--- src/hdl/tft_pkg.sv ---
`default_nettype none

package tft_pkg;

	// panel command opcodes, all sent with dc low
	typedef enum logic [7:0] {
		SWRESET = 8'h01,
		SLPOUT  = 8'h11,
		COLMOD  = 8'h3A,
		MADCTL  = 8'h36,
		DISPON  = 8'h29,
		CASET   = 8'h2A,
		PASET   = 8'h2B,
		RAMWR   = 8'h2C
	} tft_cmd_e;

	typedef enum logic [1:0] {
		RESET,
		INIT,
		IDLE,
		DRAW
	} ctrl_state_e;

	localparam int POS_W   = 9;      // sprite coordinate
	localparam int COORD_W = 16;     // coordinate as sent to the panel
	localparam int STEP_W  = 3;      // init table index
	localparam int WAIT_W  = 6;      // must hold the longest init wait
	localparam int HDR_W   = 4;      // window header index
	localparam int PIX_W   = 6;      // pixel index inside the sprite

	localparam int SPRITE_SIZE = 8;

	localparam logic [COORD_W-1:0] SPRITE_SPAN = COORD_W'(SPRITE_SIZE - 1);

	// one row per entry, top row first and msb is the leftmost pixel
	localparam logic [0:SPRITE_SIZE-1][SPRITE_SIZE-1:0] SPRITE_BITMAP = {
		8'b00111100,
		8'b01111110,
		8'b11011011,
		8'b11111111,
		8'b01111110,
		8'b00100100,
		8'b01000010,
		8'b10000001
	};

	localparam logic [15:0] PLAYER_COLOR = 16'hF800;
	localparam logic [15:0] BG_COLOR     = 16'h0000;

	localparam logic [7:0] COLMOD_ARG = 8'h55;   // 16 bits per pixel
	localparam logic [7:0] MADCTL_ARG = 8'h08;   // bgr colour order

	// short counts so that simulation stays quick
	localparam logic [WAIT_W-1:0] RST_LOW_CYCLES  = 6'd20;
	localparam logic [WAIT_W-1:0] RST_WAIT_CYCLES = 6'd40;
	localparam logic [WAIT_W-1:0] CMD_WAIT_CYCLES = 6'd30;

	localparam logic [STEP_W-1:0] INIT_STEPS = 3'd7;   // bytes in the start-up table
	localparam logic [HDR_W-1:0]  HDR_BYTES  = 4'd11;  // window commands up to RAMWR

endpackage

`default_nettype wire

--- src/hdl/display_ctrl.sv ---
`timescale 1ns/1ns
`default_nettype none

module display_ctrl (
	input  logic                      clk,
	input  logic                      rst,
	input  logic                      draw,
	input  logic [tft_pkg::POS_W-1:0] player_x,
	input  logic [tft_pkg::POS_W-1:0] player_y,
	input  logic                      init_done,
	input  logic                      draw_done,
	input  logic                      spi_busy,
	input  logic [7:0]                init_data,
	input  logic                      init_dc,
	input  logic                      init_transmit,
	input  logic [7:0]                draw_data,
	input  logic                      draw_dc,
	input  logic                      draw_transmit,
	output logic                      init_enable,
	output logic                      draw_enable,
	output logic [tft_pkg::POS_W-1:0] draw_x,
	output logic [tft_pkg::POS_W-1:0] draw_y,
	output logic [7:0]                spi_data,
	output logic                      spi_dc,
	output logic                      spi_transmit,
	output logic                      busy
);

	tft_pkg::ctrl_state_e state;
	logic                 accept;

	assign accept = draw && (state == tft_pkg::IDLE) && !spi_busy;

	always_ff @(posedge clk) begin
		if (!rst) begin
			state       <= tft_pkg::RESET;
			init_enable <= 1'b0;
			draw_enable <= 1'b0;
		end else begin
			init_enable <= 1'b0;
			draw_enable <= 1'b0;
			case (state)
				tft_pkg::RESET: begin
					init_enable <= 1'b1;
					state       <= tft_pkg::INIT;
				end
				tft_pkg::INIT: if (init_done) state <= tft_pkg::IDLE;
				tft_pkg::IDLE: begin
					if (accept) begin
						draw_enable <= 1'b1;
						state       <= tft_pkg::DRAW;
					end
				end
				tft_pkg::DRAW: if (draw_done) state <= tft_pkg::IDLE;
			endcase
		end
	end

	always_ff @(posedge clk) begin
		if (accept) begin
			draw_x <= player_x;
			draw_y <= player_y;
		end
	end

	// only the block that owns the current state reaches the transmitter
	assign spi_data     = (state == tft_pkg::DRAW) ? draw_data : init_data;
	assign spi_dc       = (state == tft_pkg::DRAW) ? draw_dc : init_dc;
	assign spi_transmit = ((state == tft_pkg::DRAW) && draw_transmit) ||
	                      ((state == tft_pkg::INIT) && init_transmit);

	assign busy = (state != tft_pkg::IDLE);

	assert property (@(posedge clk) disable iff (!rst)
		!(init_transmit && draw_transmit))
		else $error("init and sprite blocks transmit at the same time");

	// a block signals done only once its last byte has left the transmitter
	assert property (@(posedge clk) disable iff (!rst)
		(state == tft_pkg::IDLE) |-> !spi_busy)
		else $error("transmitter still busy while idle");

endmodule

`default_nettype wire

--- src/hdl/maze_display.sv ---
`timescale 1ns/1ns
`default_nettype none

module maze_display (
	input  logic                      clk,
	input  logic                      rst,
	input  logic                      draw,
	input  logic [tft_pkg::POS_W-1:0] player_x,
	input  logic [tft_pkg::POS_W-1:0] player_y,
	output logic                      tft_rst,
	output logic                      tft_clk,
	output logic                      tft_mosi,
	output logic                      tft_dc,
	output logic                      busy
);

	logic [7:0]                init_data;
	logic                      init_dc;
	logic                      init_transmit;
	logic                      init_enable;
	logic                      init_done;
	logic [7:0]                draw_data;
	logic                      draw_dc;
	logic                      draw_transmit;
	logic                      draw_enable;
	logic                      draw_done;
	logic [tft_pkg::POS_W-1:0] draw_x;
	logic [tft_pkg::POS_W-1:0] draw_y;
	logic [7:0]                spi_data;
	logic                      spi_dc;
	logic                      spi_transmit;
	logic                      spi_busy;

	display_ctrl i_ctrl (
		.clk(clk), .rst(rst), .draw(draw), .player_x(player_x), .player_y(player_y),
		.init_done(init_done), .draw_done(draw_done), .spi_busy(spi_busy),
		.init_data(init_data), .init_dc(init_dc), .init_transmit(init_transmit),
		.draw_data(draw_data), .draw_dc(draw_dc), .draw_transmit(draw_transmit),
		.init_enable(init_enable), .draw_enable(draw_enable),
		.draw_x(draw_x), .draw_y(draw_y),
		.spi_data(spi_data), .spi_dc(spi_dc), .spi_transmit(spi_transmit), .busy(busy)
	);

	tft_spi i_spi (
		.clk(clk), .rst(rst), .data(spi_data), .dc(spi_dc), .transmit(spi_transmit),
		.tft_clk(tft_clk), .tft_mosi(tft_mosi), .tft_dc(tft_dc), .busy(spi_busy)
	);

	tft_init i_init (
		.clk(clk), .rst(rst), .enable(init_enable), .tft_busy(spi_busy),
		.tft_data(init_data), .tft_dc(init_dc), .tft_transmit(init_transmit),
		.tft_rst(tft_rst), .done(init_done)
	);

	sprite_draw i_sprite (
		.clk(clk), .rst(rst), .enable(draw_enable), .tft_busy(spi_busy),
		.x(draw_x), .y(draw_y),
		.tft_data(draw_data), .tft_dc(draw_dc), .tft_transmit(draw_transmit),
		.done(draw_done)
	);

endmodule

`default_nettype wire

--- src/hdl/sprite_draw.sv ---
`timescale 1ns/1ns
`default_nettype none

module sprite_draw (
	input  logic                      clk,
	input  logic                      rst,
	input  logic                      enable,
	input  logic                      tft_busy,
	input  logic [tft_pkg::POS_W-1:0] x,
	input  logic [tft_pkg::POS_W-1:0] y,
	output logic [7:0]                tft_data,
	output logic                      tft_dc,
	output logic                      tft_transmit,
	output logic                      done
);

	logic [tft_pkg::POS_W-1:0]   x_q;
	logic [tft_pkg::POS_W-1:0]   y_q;
	logic [tft_pkg::COORD_W-1:0] x_start;
	logic [tft_pkg::COORD_W-1:0] x_end;
	logic [tft_pkg::COORD_W-1:0] y_start;
	logic [tft_pkg::COORD_W-1:0] y_end;
	logic [tft_pkg::HDR_W-1:0]   hdr_idx;
	logic [tft_pkg::PIX_W-1:0]   pix;
	logic                        half;      // low byte of the current pixel
	logic                        in_pix;
	logic                        active;
	logic                        pending;
	logic                        seen_busy;
	logic                        pix_on;
	logic [15:0]                 colour;
	logic [7:0]                  pix_byte;
	logic [8:0]                  hdr_word;

	always_ff @(posedge clk) begin
		if (enable) begin
			x_q <= x;
			y_q <= y;
		end
	end

	assign x_start = {{(tft_pkg::COORD_W - tft_pkg::POS_W){1'b0}}, x_q};
	assign y_start = {{(tft_pkg::COORD_W - tft_pkg::POS_W){1'b0}}, y_q};
	assign x_end   = x_start + tft_pkg::SPRITE_SPAN;
	assign y_end   = y_start + tft_pkg::SPRITE_SPAN;

	// row from the upper index bits and the column counted from the msb
	assign pix_on   = tft_pkg::SPRITE_BITMAP[pix[5:3]][~pix[2:0]];
	assign colour   = pix_on ? tft_pkg::PLAYER_COLOR : tft_pkg::BG_COLOR;
	assign pix_byte = half ? colour[7:0] : colour[15:8];

	always_comb begin
		case (hdr_idx)
			4'd0:    hdr_word = {1'b0, tft_pkg::CASET};
			4'd1:    hdr_word = {1'b1, x_start[15:8]};
			4'd2:    hdr_word = {1'b1, x_start[7:0]};
			4'd3:    hdr_word = {1'b1, x_end[15:8]};
			4'd4:    hdr_word = {1'b1, x_end[7:0]};
			4'd5:    hdr_word = {1'b0, tft_pkg::PASET};
			4'd6:    hdr_word = {1'b1, y_start[15:8]};
			4'd7:    hdr_word = {1'b1, y_start[7:0]};
			4'd8:    hdr_word = {1'b1, y_end[15:8]};
			4'd9:    hdr_word = {1'b1, y_end[7:0]};
			default: hdr_word = {1'b0, tft_pkg::RAMWR};
		endcase
	end

	assign {tft_dc, tft_data} = in_pix ? {1'b1, pix_byte} : hdr_word;

	always_ff @(posedge clk) begin
		if (!rst) begin
			tft_transmit <= 1'b0;
			done         <= 1'b0;
			active       <= 1'b0;
			pending      <= 1'b0;
			seen_busy    <= 1'b0;
			in_pix       <= 1'b0;
			half         <= 1'b0;
			hdr_idx      <= '0;
			pix          <= '0;
		end else begin
			done <= 1'b0;
			if (enable) begin
				active    <= 1'b1;
				pending   <= 1'b0;
				seen_busy <= 1'b0;
				in_pix    <= 1'b0;
				half      <= 1'b0;
				hdr_idx   <= '0;
				pix       <= '0;
			end else if (active) begin
				if (tft_transmit) begin
					tft_transmit <= 1'b0;
					pending      <= 1'b1;
				end else if (pending) begin
					if (tft_busy) begin
						seen_busy <= 1'b1;
					end else if (seen_busy) begin
						pending   <= 1'b0;
						seen_busy <= 1'b0;
						if (!in_pix) begin
							if (hdr_idx == tft_pkg::HDR_BYTES - 1'b1) begin
								in_pix <= 1'b1;
							end else begin
								hdr_idx <= hdr_idx + 1'b1;
							end
						end else begin
							half <= !half;
							if (half) begin
								pix <= pix + 1'b1;
								if (&pix) begin
									active <= 1'b0;   // last low byte of the last pixel
									done   <= 1'b1;
								end
							end
						end
					end
				end else begin
					tft_transmit <= 1'b1;
				end
			end
		end
	end

endmodule

`default_nettype wire

--- src/hdl/tft_init.sv ---
`timescale 1ns/1ns
`default_nettype none

module tft_init (
	input  logic       clk,
	input  logic       rst,
	input  logic       enable,
	input  logic       tft_busy,
	output logic [7:0] tft_data,
	output logic       tft_dc,
	output logic       tft_transmit,
	output logic       tft_rst,
	output logic       done
);

	logic [tft_pkg::STEP_W-1:0] step;
	logic [tft_pkg::WAIT_W-1:0] wait_cnt;
	logic                       active;
	logic                       pending;     // byte handed over and not yet finished
	logic                       seen_busy;
	logic                       group_end;   // last byte of a command and its arguments

	// start-up table
	always_comb begin
		case (step)
			3'd0:    {group_end, tft_dc, tft_data} = {2'b10, tft_pkg::SWRESET};
			3'd1:    {group_end, tft_dc, tft_data} = {2'b10, tft_pkg::SLPOUT};
			3'd2:    {group_end, tft_dc, tft_data} = {2'b00, tft_pkg::COLMOD};
			3'd3:    {group_end, tft_dc, tft_data} = {2'b11, tft_pkg::COLMOD_ARG};
			3'd4:    {group_end, tft_dc, tft_data} = {2'b00, tft_pkg::MADCTL};
			3'd5:    {group_end, tft_dc, tft_data} = {2'b11, tft_pkg::MADCTL_ARG};
			3'd6:    {group_end, tft_dc, tft_data} = {2'b10, tft_pkg::DISPON};
			default: {group_end, tft_dc, tft_data} = 10'b0;
		endcase
	end

	always_ff @(posedge clk) begin
		if (!rst) begin
			tft_rst      <= 1'b0;
			tft_transmit <= 1'b0;
			done         <= 1'b0;
			active       <= 1'b0;
			pending      <= 1'b0;
			seen_busy    <= 1'b0;
			step         <= '0;
			wait_cnt     <= '0;
		end else begin
			done <= 1'b0;
			if (enable) begin
				active    <= 1'b1;
				tft_rst   <= 1'b0;
				pending   <= 1'b0;
				seen_busy <= 1'b0;
				step      <= '0;
				wait_cnt  <= tft_pkg::RST_LOW_CYCLES;
			end else if (active) begin
				if (wait_cnt != '0) begin
					wait_cnt <= wait_cnt - 1'b1;
				end else if (!tft_rst) begin
					tft_rst  <= 1'b1;   // panel leaves reset and needs time to wake up
					wait_cnt <= tft_pkg::RST_WAIT_CYCLES;
				end else if (tft_transmit) begin
					tft_transmit <= 1'b0;
					pending      <= 1'b1;
				end else if (pending) begin
					if (tft_busy) begin
						seen_busy <= 1'b1;
					end else if (seen_busy) begin
						pending   <= 1'b0;
						seen_busy <= 1'b0;
						step      <= step + 1'b1;
						if (group_end) begin
							wait_cnt <= tft_pkg::CMD_WAIT_CYCLES;
						end
					end
				end else if (step == tft_pkg::INIT_STEPS) begin
					active <= 1'b0;
					done   <= 1'b1;
				end else begin
					tft_transmit <= 1'b1;
				end
			end
		end
	end

endmodule

`default_nettype wire

--- src/hdl/tft_spi.sv ---
`timescale 1ns/1ns
`default_nettype none

module tft_spi (
	input  logic       clk,
	input  logic       rst,
	input  logic [7:0] data,
	input  logic       dc,
	input  logic       transmit,
	output logic       tft_clk,
	output logic       tft_mosi,
	output logic       tft_dc,
	output logic       busy
);

	logic [7:0] shift;
	logic [2:0] bit_cnt;
	logic       phase;     // high half of the spi clock
	logic       armed;     // byte taken and first bit on mosi
	logic       accept;

	assign accept = transmit && !busy && !armed;

	always_ff @(posedge clk) begin
		if (!rst) begin
			busy     <= 1'b0;
			armed    <= 1'b0;
			phase    <= 1'b0;
			bit_cnt  <= 3'd0;
			tft_clk  <= 1'b0;
			tft_mosi <= 1'b0;
			tft_dc   <= 1'b0;
		end else if (accept) begin
			armed    <= 1'b1;
			tft_dc   <= dc;
			tft_mosi <= data[7];   // msb is set up a cycle before the first rise
		end else if (armed) begin
			armed   <= 1'b0;
			busy    <= 1'b1;
			tft_clk <= 1'b1;
			phase   <= 1'b1;
			bit_cnt <= 3'd0;
		end else if (busy) begin
			if (phase) begin
				tft_clk  <= 1'b0;
				phase    <= 1'b0;
				bit_cnt  <= bit_cnt + 3'd1;
				tft_mosi <= shift[6];   // next bit while the clock is low
			end else if (bit_cnt == 3'd0) begin
				busy <= 1'b0;   // counter wrapped so all eight bits are out
			end else begin
				tft_clk <= 1'b1;
				phase   <= 1'b1;
			end
		end
	end

	always_ff @(posedge clk) begin
		if (accept) begin
			shift <= data;
		end else if (busy && phase) begin
			shift <= {shift[6:0], 1'b0};
		end
	end

	// a source has to wait for the whole byte, including the arming cycle
	assert property (@(posedge clk) disable iff (!rst)
		(busy || armed) |-> !transmit)
		else $error("transmit raised while a byte is in flight");

endmodule

`default_nettype wire

--- config.mk ---
export PLATFORM = sky130hd
export DESIGN_NAME = maze_display
export DESIGN_NICKNAME = d
export VERILOG_FILES = /design/src/hdl/tft_pkg.sv /design/src/hdl/display_ctrl.sv /design/src/hdl/maze_display.sv /design/src/hdl/sprite_draw.sv /design/src/hdl/tft_init.sv /design/src/hdl/tft_spi.sv
export SDC_FILE = /design/constraint.sdc
export NUM_CORES = 1
export LEC_CHECK = 0
export BUFFER_PORTS_ARGS = -buffer_cell sky130_fd_sc_hd__buf_2
export CAP_MARGIN = 20
export CORE_ASPECT_RATIO = 1.2
export CORE_MARGIN = 1
export CORE_UTILIZATION = 40
export DETAILED_ROUTE_END_ITERATION = 16
export PLACE_DENSITY = 0.6
export SYNTH_ARGS = -nofsm -noshare
export SYNTH_HDL_FRONTEND = slang
export SYNTH_SLANG_ARGS = --single-unit
--- constraint.sdc ---
create_clock -name clk -period 5.6 [get_ports clk]
set_clock_uncertainty 0.05 [all_clocks]
set_input_delay 0.28 -clock clk [delete_from_list [all_inputs] [get_ports clk]]
set_output_delay 0.28 -clock clk [all_outputs]
set_load 0.01 [all_outputs]
==> results.sh, run 1 <==
export IMPL_grt_max_degree=27
export IMPL_worstSkewPairLatency_ns=0.34
export IMPL_yosysMostFrequentCell="dfxtp_1"
export IMPL_netlist_instances=462
export IMPL_crit_fanout=26
export IMPL_avgSynthCellArea_um2=9.94
export IMPL_chipWidth_um=99.8
export IMPL_path_class="register to register"
export IMPL_power_total_mw=1.33
export IMPL_ir_drop_uv=165
export IMPL_clkPwrFrac=0.448
export IMPL_numPortBuffers=25
export IMPL_antenna_found_initial=0
export IMPL_reg2regPathDepth=5
export IMPL_drtIter0Drc=215
export IMPL_synth_top_area_share=0.281
export IMPL_rsz0062_at_grt="false"
export IMPL_num_nets_final=511
export IMPL_slowest_stage="dfxtp_1"
export IMPL_arrival_ns=2.42
export IMPL_cts_resized_gates=0
export IMPL_drc=0
export IMPL_post_synth_num_cell_types=61
export IMPL_drv_slew=0
export IMPL_wirelength_mm=9.54
export IMPL_reg2reg_to="i_spi.shift[3]"
export IMPL_diodes=0
export IMPL_netlist_top_cells_count="dfxtp_1, edfxtp_1, nor2_1, a21oi_1, nand2_1"
export IMPL_yosysSeqAreaShare=0.477
export IMPL_synth_top_area_cell="edfxtp_1"
export IMPL_path_delay_family="flip-flops"
export IMPL_ios=26
export IMPL_syn_area_um2=4590
export IMPL_p_sw_frac=0.215
export IMPL_rrSetupSlack_ns=3.21
export IMPL_synth_warnings=0
export IMPL_core_area_um2=11100
export IMPL_clockBufferDepth=2
export IMPL_power_switching_mw=0.286
export IMPL_critPathMostFrequentCell="o21ai_0"
export IMPL_cts_buffers=9
export IMPL_synth_edf_count=43
export IMPL_cp_num_cells=5
export IMPL_grt_pass1_vias=3354
export IMPL_slew_headroom=0.409
export IMPL_p_int_mw=1.04
export IMPL_viasPerCell=5.52
export IMPL_rows=42
export IMPL_cts_root_buf="clkbuf_16"
export IMPL_cap_violations=0
export IMPL_fmax_mhz=418
export IMPL_crit_path_end="i_spi.shift[3]"
export IMPL_cts_hold_fix_buffers=0
export IMPL_combPwrFrac=0.036
export IMPL_drt_first_pass_iters=4
export IMPL_final_layout_size_suffix_gt1_frac=0.106
export IMPL_p_seq_frac=0.516
export IMPL_startpoint_type="register"
export IMPL_tns_ns=0
export IMPL_crit_buf_inv=0
export IMPL_path_cells="mux2_2, o32ai_1, o21ai_0, a211oi_1, o21ai_0"
export IMPL_final_min_clock_period_ns=2.39
export IMPL_hold_violations=0
export IMPL_clk_pin_slew_ns=0.06
export IMPL_synth_seq_cells=88
export IMPL_grt_pass1_wl_mm=16.2
export IMPL_start_util=0.414
export IMPL_critical_path_endpoint_type="register"
export IMPL_setup_violations=0
export IMPL_h_tree_depth=3
export IMPL_via_count=3495
export IMPL_hpwl_mm=6.86
export IMPL_r2r_start="i_sprite.hdr_idx[2]"
export IMPL_syn_to_final_growth_pct=11.1
export IMPL_die_height_um=119
export IMPL_cp_startpoint="i_sprite.hdr_idx[2]"
export IMPL_grt_ovfl_total=0
export IMPL_synth_area_top_cells="edfxtp_1, dfxtp_1, ha_1, nor2_1, a21oi_1"
export IMPL_p_leak_nw=1.73
export IMPL_powerDensity_nw_per_um2=260
export IMPL_cts_tree="built"
export IMPL_wl_per_cell_um=15.1
export IMPL_post_cts_buffers=0
export IMPL_period_share=0.427
export IMPL_async_reset_ff_frac=0
export IMPL_slowest_delay_ns=0.84
export IMPL_die_area_um2=11900
export IMPL_nFillCells=1050
export IMPL_numClockSinks=88
export IMPL_final_util=0.460
export IMPL_ant_nets=0
export IMPL_tightest_slew_ns=0.885
export IMPL_hp_class="input pin to register"
export IMPL_syn_num_nets=499
export IMPL_track_usage=0.173
export IMPL_crit_required_ns=5.63
export IMPL_status="finished, final reports clean"
export IMPL_synth_flop_cell="dfxtp_1"
export IMPL_finalWeightedCongestion=0.960
[cell usage in the layout (no fill, tap or decap), drive strengths merged, types with 4 or more instances in the layout]
cell,netlist,layout
xor2,9,9
nor4,6,6
nand3b,5,5
and3b,4,4
mux2i,5,5
nand2,24,24
a21o,6,6
nor2,36,36
nand3,13,13
nand4,6,6
o21ai,25,25
nor2b,9,9
a21oi,25,25
o311ai,5,5
nor3,12,12
clkbuf,10,9
dfxtp,45,45
and2,5,5
mux2,4,4
inv,22,22
a32oi,5,5
buf,15,26
ha,16,16
nor3b,6,6
xnor2,10,10
or3,6,6
edfxtp,43,43
o211ai,6,6
o21a,11,11
a211oi,5,5
or4,6,6
nand2b,11,11
[power groups by stage]
stage,combinational (mW),sequential (mW),clock [mW]
after detailed placement,0.0485,0.699,0
final,0.0484,0.685,0.595
after global placement,0.0473,0.699,0
after CTS,0.0486,0.685,0.610
after floorplan,0.0362,0.696,0
after global routing,0.0546,0.685,0.636
[registers in the layout, indices dropped and copies added, names as in the netlist, 2 cells and up]
register and cells:
i_ctrl.draw_x 9, i_ctrl.draw_y 9, i_sprite.x_q 9, i_sprite.y_q 9
i_spi.shift 7, i_init.wait_cnt 6, i_sprite.pix 6, i_sprite.hdr_idx 4
i_init.step 3, i_spi.bit_cnt 3, i_ctrl.state 2
[through the flow]
step / hold WS [ns] / instances / worst slack, ns / area [um2]
floorplan: 0.329 / 462 / 3.51 / 4590
finish: 0.0664 / 633 / 3.21 / 5100
global route: 0.0544 / 633 / 3.02 / 5100
CTS: 0.0578 / 633 / 3.23 / 5100
detailed placement: 0.355 / 617 / 3.23 / 4810
global placement: 0.351 / 617 / 3.30 / 4810
[worst min-delay path by stage]
stage	start	end	cells past startpoint
after global routing	player_x[2]	i_ctrl.draw_x[2]	1
final	player_x[2]	i_ctrl.draw_x[2]	1
after CTS	player_x[2]	i_ctrl.draw_x[2]	1
after global placement	i_ctrl.draw_y[0]	i_sprite.y_q[0]	0
after floorplan	player_x[0]	i_ctrl.draw_x[0]	0
after detailed placement	i_ctrl.draw_x[0]	i_sprite.x_q[0]	0
[cell type report]
type,instances,area [um2],area share
Timing Repair Buffer,26,133,0.0260
Sequential cell,88,2190,0.430
Multi-Input combinational cell,327,2210,0.432
Tap cell,154,193,0.0378
Clock inverter,7,72.6,0.0142
Clock buffer,9,225,0.0441
Inverter,22,82.6,0.0162
[kinds of logic (layout without fill, tap and decap cells)]
group / after synthesis / count (layout) / synth area share
XOR/XNOR: 19 / 19 / 0.0362
multiplexers: 9 / 9 / 0.0207
AO/OA/AOI/OAI: 121 / 121 / 0.183
adder cells (fa/ha/maj): 16 / 16 / 0.0436
AND/OR/NAND/NOR: 162 / 162 / 0.197
buffers and inverters: 47 / 64 / 0.0425
flip-flops: 88 / 88 / 0.477
[metal layers]
metal  vias up  global-route usage  share of wire
met5         -                   0              0
met1      1654               0.219           0.45
met3        23              0.0376          0.030
li1       1744                   -              -
met2        74               0.279           0.49
met4         0              0.0790          0.029
No activity file was read; power rests on OpenSTA's default activity.
==> inputs of run 2 (changes only) <==
--- a/config.mk
+++ b/config.mk
@@ -5,6 +5,7 @@
 export SDC_FILE = /design/constraint.sdc
 export NUM_CORES = 1
 export LEC_CHECK = 0
+export ABC_AREA = 1
 export BUFFER_PORTS_ARGS = -buffer_cell sky130_fd_sc_hd__buf_2
 export CAP_MARGIN = 20
 export CORE_ASPECT_RATIO = 1.2
==> constraint.sdc (replaced) <==
create_clock -name clk -period 2.4 [get_ports clk]
set_clock_uncertainty 0.05 [all_clocks]
set_input_delay 0.12 -clock clk [delete_from_list [all_inputs] [get_ports clk]]
set_output_delay 0.12 -clock clk [all_outputs]
set_load 0.01 [all_outputs]
==> results.sh, run 2 <==
export IMPL_syn_area_um2=4600
export IMPL_die_height_um=119
export IMPL_synth_compound_area_share=0.112
export IMPL_drv_slew=0
export IMPL_finalWorstSetupSlack_ns=0.380
export IMPL_hold_slack_ns=0.0597
export IMPL_layout_commonest_cell="nand2_1"
export IMPL_dp_cells=749
export IMPL_r2r_start="i_ctrl.state[0]"
export IMPL_netlist_top_cells_count="nand2_1, inv_1, nand3_1, a21oi_1, dfxtp_1"
export IMPL_die_area_um2=11900
export IMPL_powerDensity_nw_per_um2=604
export IMPL_syn_num_nets=609
export IMPL_diodes=0
export IMPL_hold_violations=0
export IMPL_synth_edf_count=43
export IMPL_path_class="register to register"
export IMPL_grt_max_degree=21
export IMPL_hold_end="i_ctrl.draw_enable"
export IMPL_start_util=0.415
export IMPL_synthMuxAreaShare=0
export IMPL_worstSkewPairLatency_ns=0.34
export IMPL_crit_required_ns=2.59
export IMPL_finalWeightedCongestion=0.946
export IMPL_grt_pass1_wl_mm=17.4
export IMPL_power_total_mw=3.28
export IMPL_wl_per_cell_um=13.1
export IMPL_grt_pass1_vias=3897
export IMPL_post_place_ws_ns=0.391
export IMPL_critical_path_endpoint_type="register"
export IMPL_synth_seq_cells=88
export IMPL_rows=42
export IMPL_finalNonFillerCells=784
export IMPL_layout_common_cells="nand2_1, inv_1, nand3_1"
export IMPL_yosysSeqAreaShare=0.477
export IMPL_arrival_ns=2.21
export IMPL_clockBufferDepth=2
export IMPL_fin_area_um2=5430
export IMPL_ant_nets=0
export IMPL_slew_headroom=0.693
export IMPL_h_tree_depth=3
export IMPL_synth_flop_cell="dfxtp_1"
export IMPL_final_min_clock_period_ns=2.02
export IMPL_drt_first_pass_iters=5
export IMPL_cap_violations=0
export IMPL_core_area_um2=11100
export IMPL_reg2regPathDepth=9
export IMPL_rrSetupSlack_ns=0.38
export IMPL_post_cts_buffers=0
export IMPL_yosysMostFrequentCell="nand2_1"
export IMPL_wirelength_mm=10.2
export IMPL_setup_violations=0
export IMPL_numClockSinks=88
export IMPL_ir_drop_uv=346
export IMPL_chipWidth_um=99.9
export IMPL_num_nets_final=662
export IMPL_rsz0062_at_grt="false"
export IMPL_period_share=0.842
export IMPL_drtIter0Drc=222
export IMPL_hpwl_mm=7.73
export IMPL_synth_top_area_cell="edfxtp_1"
export IMPL_tightest_slew_ns=0.458
export IMPL_via_count=3908
export IMPL_numPortBuffers=25
export IMPL_cts_tree="built"
export IMPL_final_util=0.490
export IMPL_synth_area_top_cells="edfxtp_1, dfxtp_1, nand2_1, inv_1, nand3_1"
export IMPL_cts_hold_fix_buffers=19
export IMPL_startpoint_type="register"
export IMPL_yosys_area_share_adder=0.0435
export IMPL_hp_class="input pin to register"
export IMPL_final_layout_size_suffix_gt1_frac=0.132
export IMPL_avgSynthCellArea_um2=8.04
export IMPL_clk_pin_slew_ns=0.06
export IMPL_nFillCells=1086
export IMPL_whs_path_depth=3
export IMPL_post_synth_num_cell_types=40
export IMPL_status="finished, final reports clean"
export IMPL_synth_simple_area_share=0.284
export IMPL_synth_warnings=0
export IMPL_antenna_found_initial=0
export IMPL_crit_fanout=16
export IMPL_cts_root_buf="clkbuf_16"
export IMPL_fmax_mhz=495
export IMPL_reg2reg_to="i_spi.tft_mosi"
export IMPL_cts_resized_gates=0
export IMPL_track_usage=0.187
export IMPL_p_leak_nw=2.27
export IMPL_synth_top_area_share=0.281
export IMPL_min_delay_start="draw"
export IMPL_viasPerCell=4.98
export IMPL_drc=0
export IMPL_cts_buffers=9
export IMPL_tns_ns=0
export IMPL_placedInstanceArea_um2=4910
export IMPL_netlist_instances=572
export IMPL_async_reset_ff_frac=0
export IMPL_ios=26
export IMPL_grt_ovfl_total=0
export IMPL_syn_to_final_growth_pct=18.1
export IMPL_synth_top_family_by_area="simple AND/OR/NAND/NOR gates"
export IMPL_post_synth_xor_area_fraction=0.00191
==> run 2: how the worst max path moves through the flow <==
stage	slack [ns]	start	endpoint
3_5_place_dp	0.39	i_ctrl.state[0]	i_spi.tft_mosi
2_1_floorplan	0.73	i_sprite.y_q[0]	i_spi.shift[0]
6_report	0.38	i_ctrl.state[0]	i_spi.tft_mosi
5_1_grt	0.14	i_ctrl.state[0]	i_spi.tft_mosi
3_3_place_gp	0.48	i_ctrl.state[0]	i_spi.tft_mosi
4_1_cts	0.38	i_ctrl.state[0]	i_spi.tft_mosi
==> run 2: power by group <==
| group | internal [mW] | switching, mW |
|---|---|---|
| Clock | 0.922 | 0.596 |
| Combinational | 0.0774 | 0.0929 |
| Sequential | 1.58 | 0.0136 |
==> run 2: kinds of logic (layout without fill, tap and decap cells) <==
logic type,Yosys count,count (layout)
flip-flops,88,88
AO/OA/AOI/OAI,95,95
buffers and inverters,98,156
AND/OR/NAND/NOR,274,274
adder cells (fa/ha/maj),16,16
XOR/XNOR,1,1
==> run 2: worst max-delay path: stages, from the launching register on <==
cell	delay, ns
dfxtp_1	0.39
nand2_1	0.25
o22ai_2	0.23
nand2_2	0.20
nand2_1	0.32
nand2_1	0.12
a21oi_1	0.14
nand3_1	0.09
nand2_1	0.08
inv_1	0.04
==> run 2: final cells by class <==
type | count | area (um2) | share of cell area
sequential | 88 | 2190 | 0.404
clock inverter | 7 | 104 | 0.0191
timing repair buffer | 47 | 338 | 0.0622
clock buffer | 9 | 225 | 0.0415
multi-input combinational | 386 | 2030 | 0.374
tap | 154 | 193 | 0.0355
inverter | 93 | 349 | 0.0643
==> run 2: per-layer routing <==
metal	vias to the layer above	part of all wire	GRT usage
met5	-	0	0
met4	0	0.017	0.0763
met3	11	0.030	0.0393
met2	70	0.51	0.329
met1	1811	0.44	0.219
li1	2016	-	-
